File: src/hdl/ecc_code_pkg.sv
/*
  code geometry for the 39-bit extended hamming SEC-DED code
  data, check and codeword widths plus event counter width
  check-bit coverage masks over the 32 data bits
  syndrome to data bit lookup table
*/

package ecc_code_pkg;

  localparam int data_w = 32;                  // data word
  localparam int chk_w  = 6;                   // hamming check bits
  localparam int cw_w   = data_w + chk_w + 1;  // plus overall parity
  localparam int cnt_w  = 16;                  // event counters

  //////////////////////////////////////////////////////////////////////
  // position layout
  // check bits sit at 1 2 4 8 16 32, data fills 3..38 in order
  // mask k picks data bits whose position has bit k set
  //////////////////////////////////////////////////////////////////////
  localparam logic [data_w-1:0] chk_mask [chk_w] = '{
    32'h56AA_AD5B,  // p1
    32'h9B33_366D,  // p2
    32'hE3C3_C78E,  // p4
    32'h03FC_07F0,  // p8
    32'h03FF_F800,  // p16
    32'hFC00_0000   // p32
  };

  // bit 5 set means the syndrome names no data bit
  localparam logic [chk_w-1:0] no_bit = 6'h20;

  // indexed by syndrome
  localparam logic [chk_w-1:0] syn_to_bit [2**chk_w] = '{
    no_bit, no_bit, no_bit, 0,      no_bit, 1,      2,      3,       // 0..7
    no_bit, 4,      5,      6,      7,      8,      9,      10,      // 8..15
    no_bit, 11,     12,     13,     14,     15,     16,     17,      // 16..23
    18,     19,     20,     21,     22,     23,     24,     25,      // 24..31
    no_bit, 26,     27,     28,     29,     30,     31,     no_bit,  // 32..39
    no_bit, no_bit, no_bit, no_bit, no_bit, no_bit, no_bit, no_bit,  // beyond cw
    no_bit, no_bit, no_bit, no_bit, no_bit, no_bit, no_bit, no_bit,
    no_bit, no_bit, no_bit, no_bit, no_bit, no_bit, no_bit, no_bit
  };

endpackage
File: src/hdl/ecc_io_pkg.sv
/*
  port bundles for the SEC-DED codec
  codeword_t     39-bit codeword, parity / check / data
  ecc_class_t    decode status class
  dec_result_t   corrected data, syndrome and class
*/

package ecc_io_pkg;

  //////////////////////////////////////////////////////////////////////
  // codeword
  //////////////////////////////////////////////////////////////////////
  typedef struct packed {
    logic                             par;   // bit 38, overall parity
    logic [ecc_code_pkg::chk_w-1:0]   chk;   // bits 37..32
    logic [ecc_code_pkg::data_w-1:0]  data;  // bits 31..0
  } codeword_t;

  //////////////////////////////////////////////////////////////////////
  // decode status
  //////////////////////////////////////////////////////////////////////
  typedef enum logic [1:0] {
    cls_clean         = 2'd0,  // s zero, p zero
    cls_corrected     = 2'd1,  // single error, p one
    cls_uncorrectable = 2'd2   // double error, s nonzero with p zero
  } ecc_class_t;

  // decoder result
  typedef struct packed {
    logic [ecc_code_pkg::data_w-1:0]  data;      // corrected or passed through
    logic [ecc_code_pkg::chk_w-1:0]   syndrome;  // raw hamming syndrome
    ecc_class_t                       cls;
  } dec_result_t;

endpackage

File: src/hdl/ecc_codec_top.sv
/*
  ecc_codec_top
  two-cycle registered SEC-DED codec
  ingress regs, encoder and decoder, egress regs with counters
*/

`timescale 1ns/1ps

module ecc_codec_top (
  input  logic                            clk,
  input  logic                            rst_n,
  input  logic                            enc_valid,
  input  logic [ecc_code_pkg::data_w-1:0] enc_data,
  input  logic                            dec_valid,
  input  ecc_io_pkg::codeword_t           dec_cw,
  output logic                            enc_out_valid,
  output ecc_io_pkg::codeword_t           enc_cw,
  output logic                            dec_out_valid,
  output ecc_io_pkg::dec_result_t         dec_res,
  output logic [ecc_code_pkg::cnt_w-1:0]  corr_count,
  output logic [ecc_code_pkg::cnt_w-1:0]  uncorr_count
);

  logic                            enc_valid_q;   // stage 1 strobes
  logic                            dec_valid_q;
  logic [ecc_code_pkg::data_w-1:0] enc_data_q;    // stage 1 payloads
  ecc_io_pkg::codeword_t           dec_cw_q;
  ecc_io_pkg::codeword_t           enc_cw_c;      // combinational results
  ecc_io_pkg::dec_result_t         dec_res_c;

  ecc_ingress ecc_ingress_i (
    .clk         (clk),
    .rst_n       (rst_n),
    .enc_valid   (enc_valid),
    .enc_data    (enc_data),
    .dec_valid   (dec_valid),
    .dec_cw      (dec_cw),
    .enc_valid_q (enc_valid_q),
    .enc_data_q  (enc_data_q),
    .dec_valid_q (dec_valid_q),
    .dec_cw_q    (dec_cw_q)
  );

  ecc_encoder ecc_encoder_i (
    .data (enc_data_q),
    .cw   (enc_cw_c)
  );

  ecc_decoder ecc_decoder_i (
    .cw  (dec_cw_q),
    .res (dec_res_c)
  );

  ecc_egress ecc_egress_i (
    .clk           (clk),
    .rst_n         (rst_n),
    .enc_valid     (enc_valid_q),
    .enc_cw        (enc_cw_c),
    .dec_valid     (dec_valid_q),
    .dec_res       (dec_res_c),
    .enc_out_valid (enc_out_valid),
    .enc_cw_q      (enc_cw),
    .dec_out_valid (dec_out_valid),
    .dec_res_q     (dec_res),
    .corr_count    (corr_count),
    .uncorr_count  (uncorr_count)
  );

endmodule

File: src/hdl/ecc_egress.sv
/*
  ecc_egress
  output register stage for encoder and decoder results
  saturating counters of corrected and uncorrectable words
*/

`timescale 1ns/1ps

module ecc_egress (
  input  logic                            clk,
  input  logic                            rst_n,
  input  logic                            enc_valid,
  input  ecc_io_pkg::codeword_t           enc_cw,
  input  logic                            dec_valid,
  input  ecc_io_pkg::dec_result_t         dec_res,
  output logic                            enc_out_valid,
  output ecc_io_pkg::codeword_t           enc_cw_q,
  output logic                            dec_out_valid,
  output ecc_io_pkg::dec_result_t         dec_res_q,
  output logic [ecc_code_pkg::cnt_w-1:0]  corr_count,
  output logic [ecc_code_pkg::cnt_w-1:0]  uncorr_count
);

  logic corr_hit;     // valid decode, corrected
  logic uncorr_hit;   // valid decode, uncorrectable

  assign corr_hit   = dec_valid && (dec_res.cls == ecc_io_pkg::cls_corrected);
  assign uncorr_hit = dec_valid && (dec_res.cls == ecc_io_pkg::cls_uncorrectable);

  //////////////////////////////////////////////////////////////////////
  // result registers
  //////////////////////////////////////////////////////////////////////
  always_ff @(posedge clk or negedge rst_n)
  begin
    if (!rst_n)
    begin
      enc_out_valid <= 1'b0;
      dec_out_valid <= 1'b0;
      enc_cw_q      <= '0;
      dec_res_q     <= '0;
    end
    else
    begin
      enc_out_valid <= enc_valid;
      dec_out_valid <= dec_valid;
      enc_cw_q      <= enc_cw;    // follows upstream every cycle
      dec_res_q     <= dec_res;
    end
  end

  //////////////////////////////////////////////////////////////////////
  // event counters, stick at all ones
  //////////////////////////////////////////////////////////////////////
  always_ff @(posedge clk or negedge rst_n)
  begin
    if (!rst_n)
    begin
      corr_count   <= '0;
      uncorr_count <= '0;
    end
    else
    begin
      if (corr_hit && corr_count != '1)
        corr_count <= corr_count + 1'b1;
      if (uncorr_hit && uncorr_count != '1)
        uncorr_count <= uncorr_count + 1'b1;
    end
  end

endmodule

File: src/hdl/ecc_decoder.sv
/*
  ecc_decoder
  combinational SEC-DED checker and corrector
  syndrome from recomputed check bits, overall parity check
  syndrome lookup into a one-hot flip of the data bit
  clean / corrected / uncorrectable classification
*/

`timescale 1ns/1ps

module ecc_decoder (
  input  ecc_io_pkg::codeword_t  cw,
  output ecc_io_pkg::dec_result_t res
);

  logic [ecc_code_pkg::chk_w-1:0]  chk_calc;  // check bits from received data
  logic [ecc_code_pkg::chk_w-1:0]  syn;       // received xor recomputed
  logic                            p_err;     // xor of all received bits
  logic [ecc_code_pkg::chk_w-1:0]  hit_idx;   // lookup result
  logic [ecc_code_pkg::data_w-1:0] flip;      // one-hot, or zero
  ecc_io_pkg::ecc_class_t          cls;

  //////////////////////////////////////////////////////////////////////
  // syndrome and overall check
  //////////////////////////////////////////////////////////////////////
  always_comb
  begin
    for (int k = 0; k < ecc_code_pkg::chk_w; k++)
    begin
      chk_calc[k] = ^(cw.data & ecc_code_pkg::chk_mask[k]);
    end
  end

  assign syn   = cw.chk ^ chk_calc;
  assign p_err = ^cw;   // odd count of flipped bits

  //////////////////////////////////////////////////////////////////////
  // classification
  //////////////////////////////////////////////////////////////////////
  always_comb
  begin
    if (p_err)
      cls = ecc_io_pkg::cls_corrected;        // single bit, any position
    else if (syn != '0)
      cls = ecc_io_pkg::cls_uncorrectable;    // even count, nonzero syndrome
    else
      cls = ecc_io_pkg::cls_clean;
  end

  //////////////////////////////////////////////////////////////////////
  // correction
  //////////////////////////////////////////////////////////////////////
  assign hit_idx = ecc_code_pkg::syn_to_bit[syn];

  always_comb
  begin
    flip = '0;
    // check-bit and parity-bit hits leave the data alone
    if (cls == ecc_io_pkg::cls_corrected && !hit_idx[ecc_code_pkg::chk_w-1])
      flip[hit_idx[ecc_code_pkg::chk_w-2:0]] = 1'b1;
  end

  // uncorrectable words pass through since flip stays zero
  assign res.data     = cw.data ^ flip;
  assign res.syndrome = syn;
  assign res.cls      = cls;

endmodule

File: src/hdl/ecc_encoder.sv
/*
  ecc_encoder
  combinational SEC-DED encoder for one 32-bit word
  six hamming check bits from the coverage masks
  overall parity over data and check bits
*/

`timescale 1ns/1ps

module ecc_encoder (
  input  logic [ecc_code_pkg::data_w-1:0]  data,
  output ecc_io_pkg::codeword_t            cw
);

  logic [ecc_code_pkg::chk_w-1:0] chk;   // p1 .. p32
  logic                           par;   // overall parity

  //////////////////////////////////////////////////////////////////////
  // check bits
  //////////////////////////////////////////////////////////////////////
  always_comb
  begin
    for (int k = 0; k < ecc_code_pkg::chk_w; k++)
    begin
      chk[k] = ^(data & ecc_code_pkg::chk_mask[k]);  // even parity per group
    end
  end

  // makes the xor of all 39 bits zero
  assign par = ^{chk, data};

  //////////////////////////////////////////////////////////////////////
  // pack
  //////////////////////////////////////////////////////////////////////
  assign cw.par  = par;
  assign cw.chk  = chk;
  assign cw.data = data;   // data passes through unchanged

endmodule

File: src/hdl/ecc_ingress.sv
/*
  ecc_ingress
  input register stage for encode and decode channels
  strobes registered with reset, payloads loaded on strobe
*/

`timescale 1ns/1ps

module ecc_ingress (
  input  logic                             clk,
  input  logic                             rst_n,
  input  logic                             enc_valid,
  input  logic [ecc_code_pkg::data_w-1:0]  enc_data,
  input  logic                             dec_valid,
  input  ecc_io_pkg::codeword_t            dec_cw,
  output logic                             enc_valid_q,
  output logic [ecc_code_pkg::data_w-1:0]  enc_data_q,
  output logic                             dec_valid_q,
  output ecc_io_pkg::codeword_t            dec_cw_q
);

  // strobes, one cycle each
  always_ff @(posedge clk or negedge rst_n)
  begin
    if (!rst_n)
    begin
      enc_valid_q <= 1'b0;
      dec_valid_q <= 1'b0;
    end
    else
    begin
      enc_valid_q <= enc_valid;
      dec_valid_q <= dec_valid;
    end
  end

  // payloads hold between strobes
  always_ff @(posedge clk or negedge rst_n)
  begin
    if (!rst_n)
    begin
      enc_data_q <= '0;
      dec_cw_q   <= '0;
    end
    else
    begin
      if (enc_valid)
        enc_data_q <= enc_data;   // encode word
      if (dec_valid)
        dec_cw_q   <= dec_cw;     // received codeword
    end
  end

endmodule

File: config.mk
export PLATFORM = sky130hd
export DESIGN_NAME = ecc_codec_top
export DESIGN_NICKNAME = d
export VERILOG_FILES = /design/src/hdl/ecc_code_pkg.sv /design/src/hdl/ecc_io_pkg.sv /design/src/hdl/ecc_codec_top.sv /design/src/hdl/ecc_egress.sv /design/src/hdl/ecc_decoder.sv /design/src/hdl/ecc_encoder.sv /design/src/hdl/ecc_ingress.sv
export SDC_FILE = /design/constraint.sdc
export NUM_CORES = 1
export LEC_CHECK = 0
export ABC_AREA = 1
export BUFFER_PORTS_ARGS = -buffer_cell sky130_fd_sc_hd__buf_2
export CAP_MARGIN = 30
export CORE_MARGIN = 8
export CORE_UTILIZATION = 40
export DETAILED_ROUTE_END_ITERATION = 10
export SYNTH_ARGS = -nofsm -noshare
export SYNTH_HDL_FRONTEND = slang
export SYNTH_HIERARCHICAL = 1
export SYNTH_SLANG_ARGS = --single-unit
File: constraint.sdc
create_clock -name clk -period 6.1 [get_ports clk]
set_clock_uncertainty 0.05 [all_clocks]
set_input_delay 1.22 -clock clk [delete_from_list [all_inputs] [get_ports clk]]
set_output_delay 1.22 -clock clk [all_outputs]
set_load 0.05 [all_outputs]
# == After elaboration in Yosys (flattened, before gate mapping) ==
# Memory sizes are Yosys's and may differ from the RTL's.
# Index checks and enable logic that the tools add are counted.
# op_classes
mux,7
n_eq_ne,4
n_reduce_logical,22
bitwise,3
n_addsub,2
order_cmp,3
# op_table
operator,count
$reduce_xor A32 Y1,12
$reduce_xor A39 Y1,1
$reduce_xor A38 Y1,1
$add A16 B1 Y16 const B,2
$mux W32,1
$ne A16 B16 Y1 const B,2
$xor A32 B32 Y32,1
$mux W6,2
$ge A7 B7 Y1 const B,1
$not A6 Y7,1
$logic_and A1 B1 Y1,6
$lt A5 B6 Y1 const B,1
$reduce_bool A6 Y1,1
$xor A6 B6 Y6,1
$demux W1 S5,1
$ge A5 B1 Y1 const B,1
$mux W2,2
$eq A2 B1 Y1 const B,1
$eq A2 B2 Y1 const B,1
$logic_not A1 Y1,1
$mux W1,1
# totals
out_inout_bits,113
regBits,186
mem_count,1
inputBits,75
elab_cells,58
romBits,384
# memory_table
memory,depth,width,read_ports,rd_ports_with_merged_regs,write_ports,line,rtl
(no name shown),64,6,1,0,0,ecc_decoder.sv:53,assign hit_idx = ecc_code_pkg::syn_to_bit[syn];

# == Depth between registers and ports, before layout ==
# Gate-level depths: netlist of run 1.
# logic_depth
depth_word,12
ltp_mapped,26
depth_no_buf,26

# == By module ==
# The synthesis of run 1 kept the hierarchy.
# by_module_without_submodules
mod,seq_area_each_um2,cells_per_inst,instances,area_per_inst_um2
ecc_egress,2827.7,379,1,4062.6
ecc_decoder,0.0,661,1,3205.6
ecc_ingress,1826.8,303,1,2726.4
ecc_encoder,0.0,390,1,1774.2

# == Worst setup path after synthesis of run 1 ==
# OpenSTA, ideal clock, no wires.
# synth_path
path_type,register to register
startpoint,"register, netlist name ecc_ingress_i/dec_cw_q[28]"
endpoint,register ecc_egress_i/uncorr_count[12] (netlist bit)
setup_ps,120
arrival_ps,2626
synth_period_minus_slack_ps,2796
setup_slack_ps,3304
required_ps,5930
stages_incl_launch_ff,22
path_buffers,1
cell_sequence,dfrtp_1 clkbuf_2 inv_1 nand2_1 nand2_1 xor2_1 nand2_1 nand2_1 nand2_1 nand2_1 inv_1 ha_1 nand2_1 nor3_1 nor2_1 nand2_1 nor2_2 inv_1 nor2_1 nand3_1 nand2_1 nand2_1
# synth_lines
item,line,rtl
"end signal, assigned",ecc_egress.sv:66,uncorr_count <= uncorr_count + 1'b1;
"end, declared",ecc_egress.sv:21,output logic [ecc_code_pkg::cnt_w-1:0] uncorr_count

==> metrics.txt, run 1 <==
status=finished clean; post-cts sizing count=0; ranking of synthesized cells by area=dfrtp_1 (40%), nand2_1 (29%), nand3_1 (7.1%); post-route insts no fill=2279; synthesized area=0.0118 mm²; Worst path most repeated cell=nand2_1; via count=10.9k; aggregate global routing overflow=0; RR Startpoint=ecc_ingress_i/dec_cw_q[25]; Slew Limit Fails=0; Die Width=188 µm; initial antenna violation count=1; gpl congestion=slightly below 0.9; crit path capture type=flip-flop; Crit Path Max Fanout=29; Core Area=0.0293 mm²; Max IR drop VDD=between 0.2 and 0.25 mV; Post-CTS Setup Bufs=0; DRT Pass-1 Iters=6; drt total wl=approximately 31 mm; # setup viols final=0; syn avg cell area=between 6 and 7 µm²; fin crit share=59.3%; largest net degree at the start of global routing=just over 100; most frequent cells in the layout=nand2_1 (904), dfrtp_1 (186), buf_2 (186); top cell type by total area after synthesis=dfrtp_1; Cell Rows=63; clk root buf=clkbuf_16; Max stage delay on crit path=approximately 0.45 ns; vias per cell=roughly 4.8; hold crit path type=flip-flop to flip-flop; initial drt markers=717; CP bufs+invs=6; CP arrival=3.87 ns; Hold-fix buffers, CTS=0; fin crit period=3.62 ns; Skew-Pair Late Insertion Delay=between 0.4 and 0.5 ns; Max-Cap Viols=0; Critical Path Start Type=flip-flop; pwr dens=around 380 mW/mm²; ANT nets after route=0; hpwl dp=approximately 24 mm; delay-heaviest family, CP=simple AND/OR/NAND/NOR gates; number of port buffers=187; DRC errors left=0; layout cells sized above 1=17.2%; Leakage Power=7.55 nW; wire per inst=13.8 µm; Max Buffers Root-to-Sink=2; Fillers=between 2k and 3k; most common cell after layout, fill and taps aside=nand2_1; Cells after Synth=approximately 1.7k; CTS Sinks=186; RSZ-0062 raised after global routing=false; die height=188 µm; r2r worst-path depth=26; number of hold violations in the final report=0; NumNets Final=1961; Slew headroom=~50%; Fin Setup TNS=0 ns; cts bufs inserted=17; CTS tree=built; gr usage total=18.1%; Yosys cell types=33; Slew @ Worst Pin=~0.76 ns; vias in the first global route=~11k; H-tree depth=4; CTS clk-pin slew, worst paths=0.07 ns; first-pass GRT wire length=52.5 mm; Worst Hold Launch=ecc_ingress_i/enc_valid_q; yosys warns=6; CP max stage cell=dfrtp_1; Max Fclk=0.277 GHz; Crit path required time=6.36 ns; post-synth top area share=39.5%; # placed instances=2248; WS Path Type=flip-flop to flip-flop; R2R Setup Slk=2.48 ns; #FFs+latches synth=about 190; WHS Path Cells=0; Layout area overhead=13.3%; Syn Nets=1817; Boundary Pins=188; Min-Delay Endpoint=ecc_egress_i/enc_out_valid; die area=~0.035 mm²; reg2reg end=ecc_egress_i/dec_res_q[39]; Starting Density=roughly 40%; register area share after synthesis=between 30% and 40%
cell usage after synthesis (all sizes together):
master,instances
a21oi,2
clkbuf,3
clkinv,2
buf,64
nand3b,9
xor2,22
a21boi,1
nand4,33
o21bai,4
nand2,942
ha,9
o21ai,16
nor2,71
dfrtp,186
xnor2,27
nand3,175
inv,165
nor3,2
where the power goes:
part / switching [mW] / total [mW] / leakage, nW / internal, mW
Clock: 0.495 / 1.08 / 0.258 / 0.583
Combinational: 1.85 / 2.46 / 4.98 / 0.617
Sequential: 0.155 / 1.56 / 2.31 / 1.40
logic make-up (layout without fill, tap and decap cells):
group | after synthesis | in the layout | share of synthesized area, %
AO/OA/AOI/OAI | 23 | 23 | 1.21
flip-flops | 186 | 186 | 39.5
XOR/XNOR | 49 | 49 | 3.90
AND/OR/NAND/NOR | 1232 | 1232 | 44.9
other | 0 | 1 | 0
buffers and inverters | 234 | 389 | 9.49
adder cells (fa/ha/maj) | 9 | 9 | 0.957
per-layer routing:
metal / global-route usage [%] / part of all wire [%] / wire, µm
met3: 3.68 / 4.8 / 1510
met2: 30.1 / 46 / 14600
met1: 23.4 / 47 / 14800
met5: 0 / 0 / 0
met4: 5.27 / 1.6 / 510
worst max path at each step:
| stage | cells after the start | start | slack, ns | end |
|---|---|---|---|---|
| 6_report | 26 | ecc_ingress_i/dec_cw_q[25] | 2.48 | ecc_egress_i/dec_res_q[39] |
| 5_1_grt | 26 | ecc_ingress_i/dec_cw_q[25] | 2.14 | ecc_egress_i/dec_res_q[39] |
| 4_1_cts | 26 | ecc_ingress_i/dec_cw_q[25] | 2.50 | ecc_egress_i/dec_res_q[39] |
| 3_5_place_dp | 26 | ecc_ingress_i/dec_cw_q[25] | 2.53 | ecc_egress_i/dec_res_q[39] |
| 3_3_place_gp | 26 | ecc_ingress_i/dec_cw_q[25] | 2.55 | ecc_egress_i/dec_res_q[39] |
| 2_1_floorplan | 21 | ecc_ingress_i/dec_cw_q[28] | 3.30 | ecc_egress_i/uncorr_count[12] |
metrics by stage:
| step | area [µm²] | total power, mW | util (%) | setup slack [ns] | hold slack [ns] |
|---|---|---|---|---|---|
| after floorplan | 11800 | 3.51 | - | 3.30 | 0.281 |
| final | 13300 | 5.10 | 45.5 | 2.48 | 0.299 |
| after detailed placement | 12800 | 4.05 | 43.6 | 2.53 | 0.286 |
| after CTS | 13300 | 5.15 | 45.5 | 2.50 | 0.300 |
| after global placement | 12800 | 4.03 | 43.5 | 2.55 | 0.284 |
| after global routing | 13300 | 5.47 | 45.5 | 2.14 | 0.307 |
flip-flops by register name, summed over array words and instances (netlist names):
| name | count |
|---|---|
| ecc_ingress_i/enc_valid_q | 1 |
| ecc_egress_i/dec_out_valid | 1 |
| ecc_egress_i/enc_out_valid | 1 |
| ecc_ingress_i/enc_data_q | 32 |
| ecc_egress_i/dec_res_q | 40 |
| ecc_egress_i/uncorr_count | 16 |
| ecc_egress_i/enc_cw_q | 39 |
| ecc_ingress_i/dec_valid_q | 1 |
| ecc_egress_i/corr_count | 16 |
| ecc_ingress_i/dec_cw_q | 39 |
area by class of cell:
class / instances / area [µm²] / share of cell area (%)
antenna: 1 / 2.50 / 0.0188
clock buffer: 21 / 460 / 3.45
clock inverter: 9 / 91.3 / 0.685
inverter: 167 / 627 / 4.70
multi-input combinational: 1313 / 6000 / 45.0
sequential: 186 / 4650 / 34.9
tap: 390 / 488 / 3.66
timing repair buffer: 192 / 1010 / 7.61
Power figures use the tool's default switching activity.
==> run 2, diff against run 1 <==
==> constraint.sdc (replaced) <==
create_clock -name clk -period 3.2 [get_ports clk]
set_clock_uncertainty 0.05 [all_clocks]
set_input_delay 0.64 -clock clk [delete_from_list [all_inputs] [get_ports clk]]
set_output_delay 0.64 -clock clk [all_outputs]
set_load 0.05 [all_outputs]
==> run 2 against run 1 <==
Clock power rose by 80%. Sequential power grew 90%. Sequential share of layout area decreased by 1.2 points. Die area unchanged. First-iteration DRC count down 1.7%. Critical path depth fell by 5. Cell area grew 3.8%. Worst setup slack got worse by 2.3 ns. Count of clock-buffer cells in the layout up 1. Combinational power increased by 120%. Power is 100% higher.
==> metrics.txt, run 2 (synthesis gave the netlist of run 1 again) <==
reg2reg end=ecc_egress_i/dec_res_q[36]; Boundary Pins=188; cts bufs inserted=17; biggest regs=ecc_egress_i/dec_res_q x40, ecc_egress_i/enc_cw_q x39, ecc_ingress_i/dec_cw_q x39; Slew Limit Fails=0; Final WS setup=0.220 ns; first-pass GRT wire length=52.4 mm; status=finished clean; die area=0.0352 mm²; Reg power frac=28.9%; Cell Rows=63; CP Launch Point=ecc_ingress_i/dec_cw_q[21]; Fin Setup TNS=0 ns; largest net degree at the start of global routing=just over 80; layout cells sized above 1=21.3%; # placed instances=roughly 2.3k; Slew headroom=47.6%; wire per inst=~14 µm; fin crit share=93.1%; r2r worst-path depth=21; hpwl dp=23.9 mm; R2R Setup Slk=roughly 0.22 ns; post-route insts no fill=2319; vias per cell=4.71; vias in the first global route=approximately 11k; Worst path most repeated cell=nand2_1; delay-heaviest family, CP=simple AND/OR/NAND/NOR gates; CTS tree=built; pre-CTS setup slack=-0.0523 ns; Critical Path Start Type=flip-flop; Hold WS=about 0.084 ns; initial antenna violation count=1; Max-Cap Viols=0; gr usage total=18.0%; Leakage Power=7.75 nW; most frequent cells in the layout=nand2_1 (888), buf_2 (186), dfrtp_1 (174); logic gate share of total power=a little over half; Max IR drop VDD=0.374 mV; drt total wl=roughly 32 mm; die height=between 150 and 200 µm; RR Startpoint=ecc_ingress_i/dec_cw_q[21]; CP bufs+invs=4; clk root buf=clkbuf_16; DRC errors left=0; number of flip-flops in the largest register=40; Largest Register=ecc_egress_i/dec_res_q; H-tree depth=4; WS Path Type=flip-flop to flip-flop; via count=approximately 11k; # setup viols final=0; fin crit period=2.98 ns; Crit path required time=3.45 ns; Core Area=0.0293 mm²; Max stage delay on crit path=0.47 ns; CTS clk-pin slew, worst paths=about 0.070 ns; Critical Path Sink=ecc_egress_i/dec_res_q[36]; switching part of the total power=48.2%; aggregate global routing overflow=0; Net Sw Power=4.96 mW; hold crit path type=input port to async pin; Crit Path Max Fanout=9; crit-path cells=inv_2 -> nand2_1 -> nand2_1 -> nand2_1 -> nand2_1 -> nand3_1 -> nand2_1 -> nand2_1 -> nand3_1 -> nand2_2 -> buf_4 -> buf_4 -> ha_1 -> nand3_1 -> nand3_1 -> nand3_1 -> nand2_4 -> inv_1 -> nand3_1 -> o21bai_1 -> nand2_1; number of hold violations in the final report=0; Die Width=188 µm; CTS Sinks=~190; Clk pwr share=roughly a fifth; Layout area overhead=17.6%; most common cell after layout, fill and taps aside=nand2_1; Max Fclk=0.336 GHz; Max Buffers Root-to-Sink=2; CP max stage cell=dfrtp_2; Slew @ Worst Pin=0.785 ns; CP arrival=3.23 ns; crit path capture type=flip-flop; number of port buffers=187; NumNets Final=approximately 2.0k; pwr dens=between 700 and 800 mW/mm²; ANT nets after route=0; Starting Density=40.1%; DRT Pass-1 Iters=5; Skew-Pair Late Insertion Delay=approximately 0.44 ns; initial drt markers=705; Internal=~5.3 mW; CP Depth=21; gpl congestion=0.894
## run 2: timing repair
action                     in CTS  in global routing
buffers inserted                0                 23
resized for setup               0                 64
hold buffers                    0                  0
pin swaps                       0                 20
setup endpoints to repair      13                 64
## run 2: layout make-up
class	instances	area (µm²)
sequential	186	4670
inverter	167	629
clock buffer	22	444
clock inverter	9	70.1
fill	3024	15500
tap	390	488
multi-input combinational	1313	6150
timing repair buffer	231	1390
antenna	1	2.50
## run 2: power by group through the flow
stage                     combinational, mW  sequential [mW]  clock [mW]
final                                  5.37             2.97        1.94
after global routing                   5.86             3.01        2.10
after CTS                              4.98             2.97        2.01
after detailed placement               4.96             3.01           0
after global placement                 4.93             3.01           0
after floorplan                        2.90             3.80           0
## run 2: per-stage QoR
step | cell area, µm² | power (mW) | utilization (%)
after floorplan | 11800 | 6.70 | -
after global placement | 13000 | 7.94 | 44.2
after detailed placement | 13000 | 7.97 | 44.2
after CTS | 13500 | 9.95 | 45.9
after global routing | 13800 | 11.0 | 47.2
final | 13800 | 10.3 | 47.2
## run 2: worst min-delay path by stage
| stage | startpoint | to | slack [ns] | cells after the start |
|---|---|---|---|---|
| 4_1_cts | rst_n | ecc_egress_i/dec_res_q[15] | 0.08 | 1 |
| 5_1_grt | rst_n | ecc_egress_i/dec_res_q[15] | 0.09 | 1 |
| 3_3_place_gp | ecc_ingress_i/enc_valid_q | ecc_egress_i/enc_out_valid | 0.28 | 0 |
| 3_5_place_dp | ecc_ingress_i/enc_valid_q | ecc_egress_i/enc_out_valid | 0.29 | 0 |
| 2_1_floorplan | ecc_ingress_i/enc_valid_q | ecc_egress_i/enc_out_valid | 0.28 | 0 |
| 6_report | rst_n | ecc_egress_i/dec_res_q[15] | 0.08 | 1 |
## run 2: per-layer routing
layer	global-route usage [%]	part of all wire, %	vias up
li1	-	-	5663
met1	23.6	47	4987
met2	29.6	47	238
met3	3.81	4.6	33
met4	5.36	1.8	0
met5	0	0	-
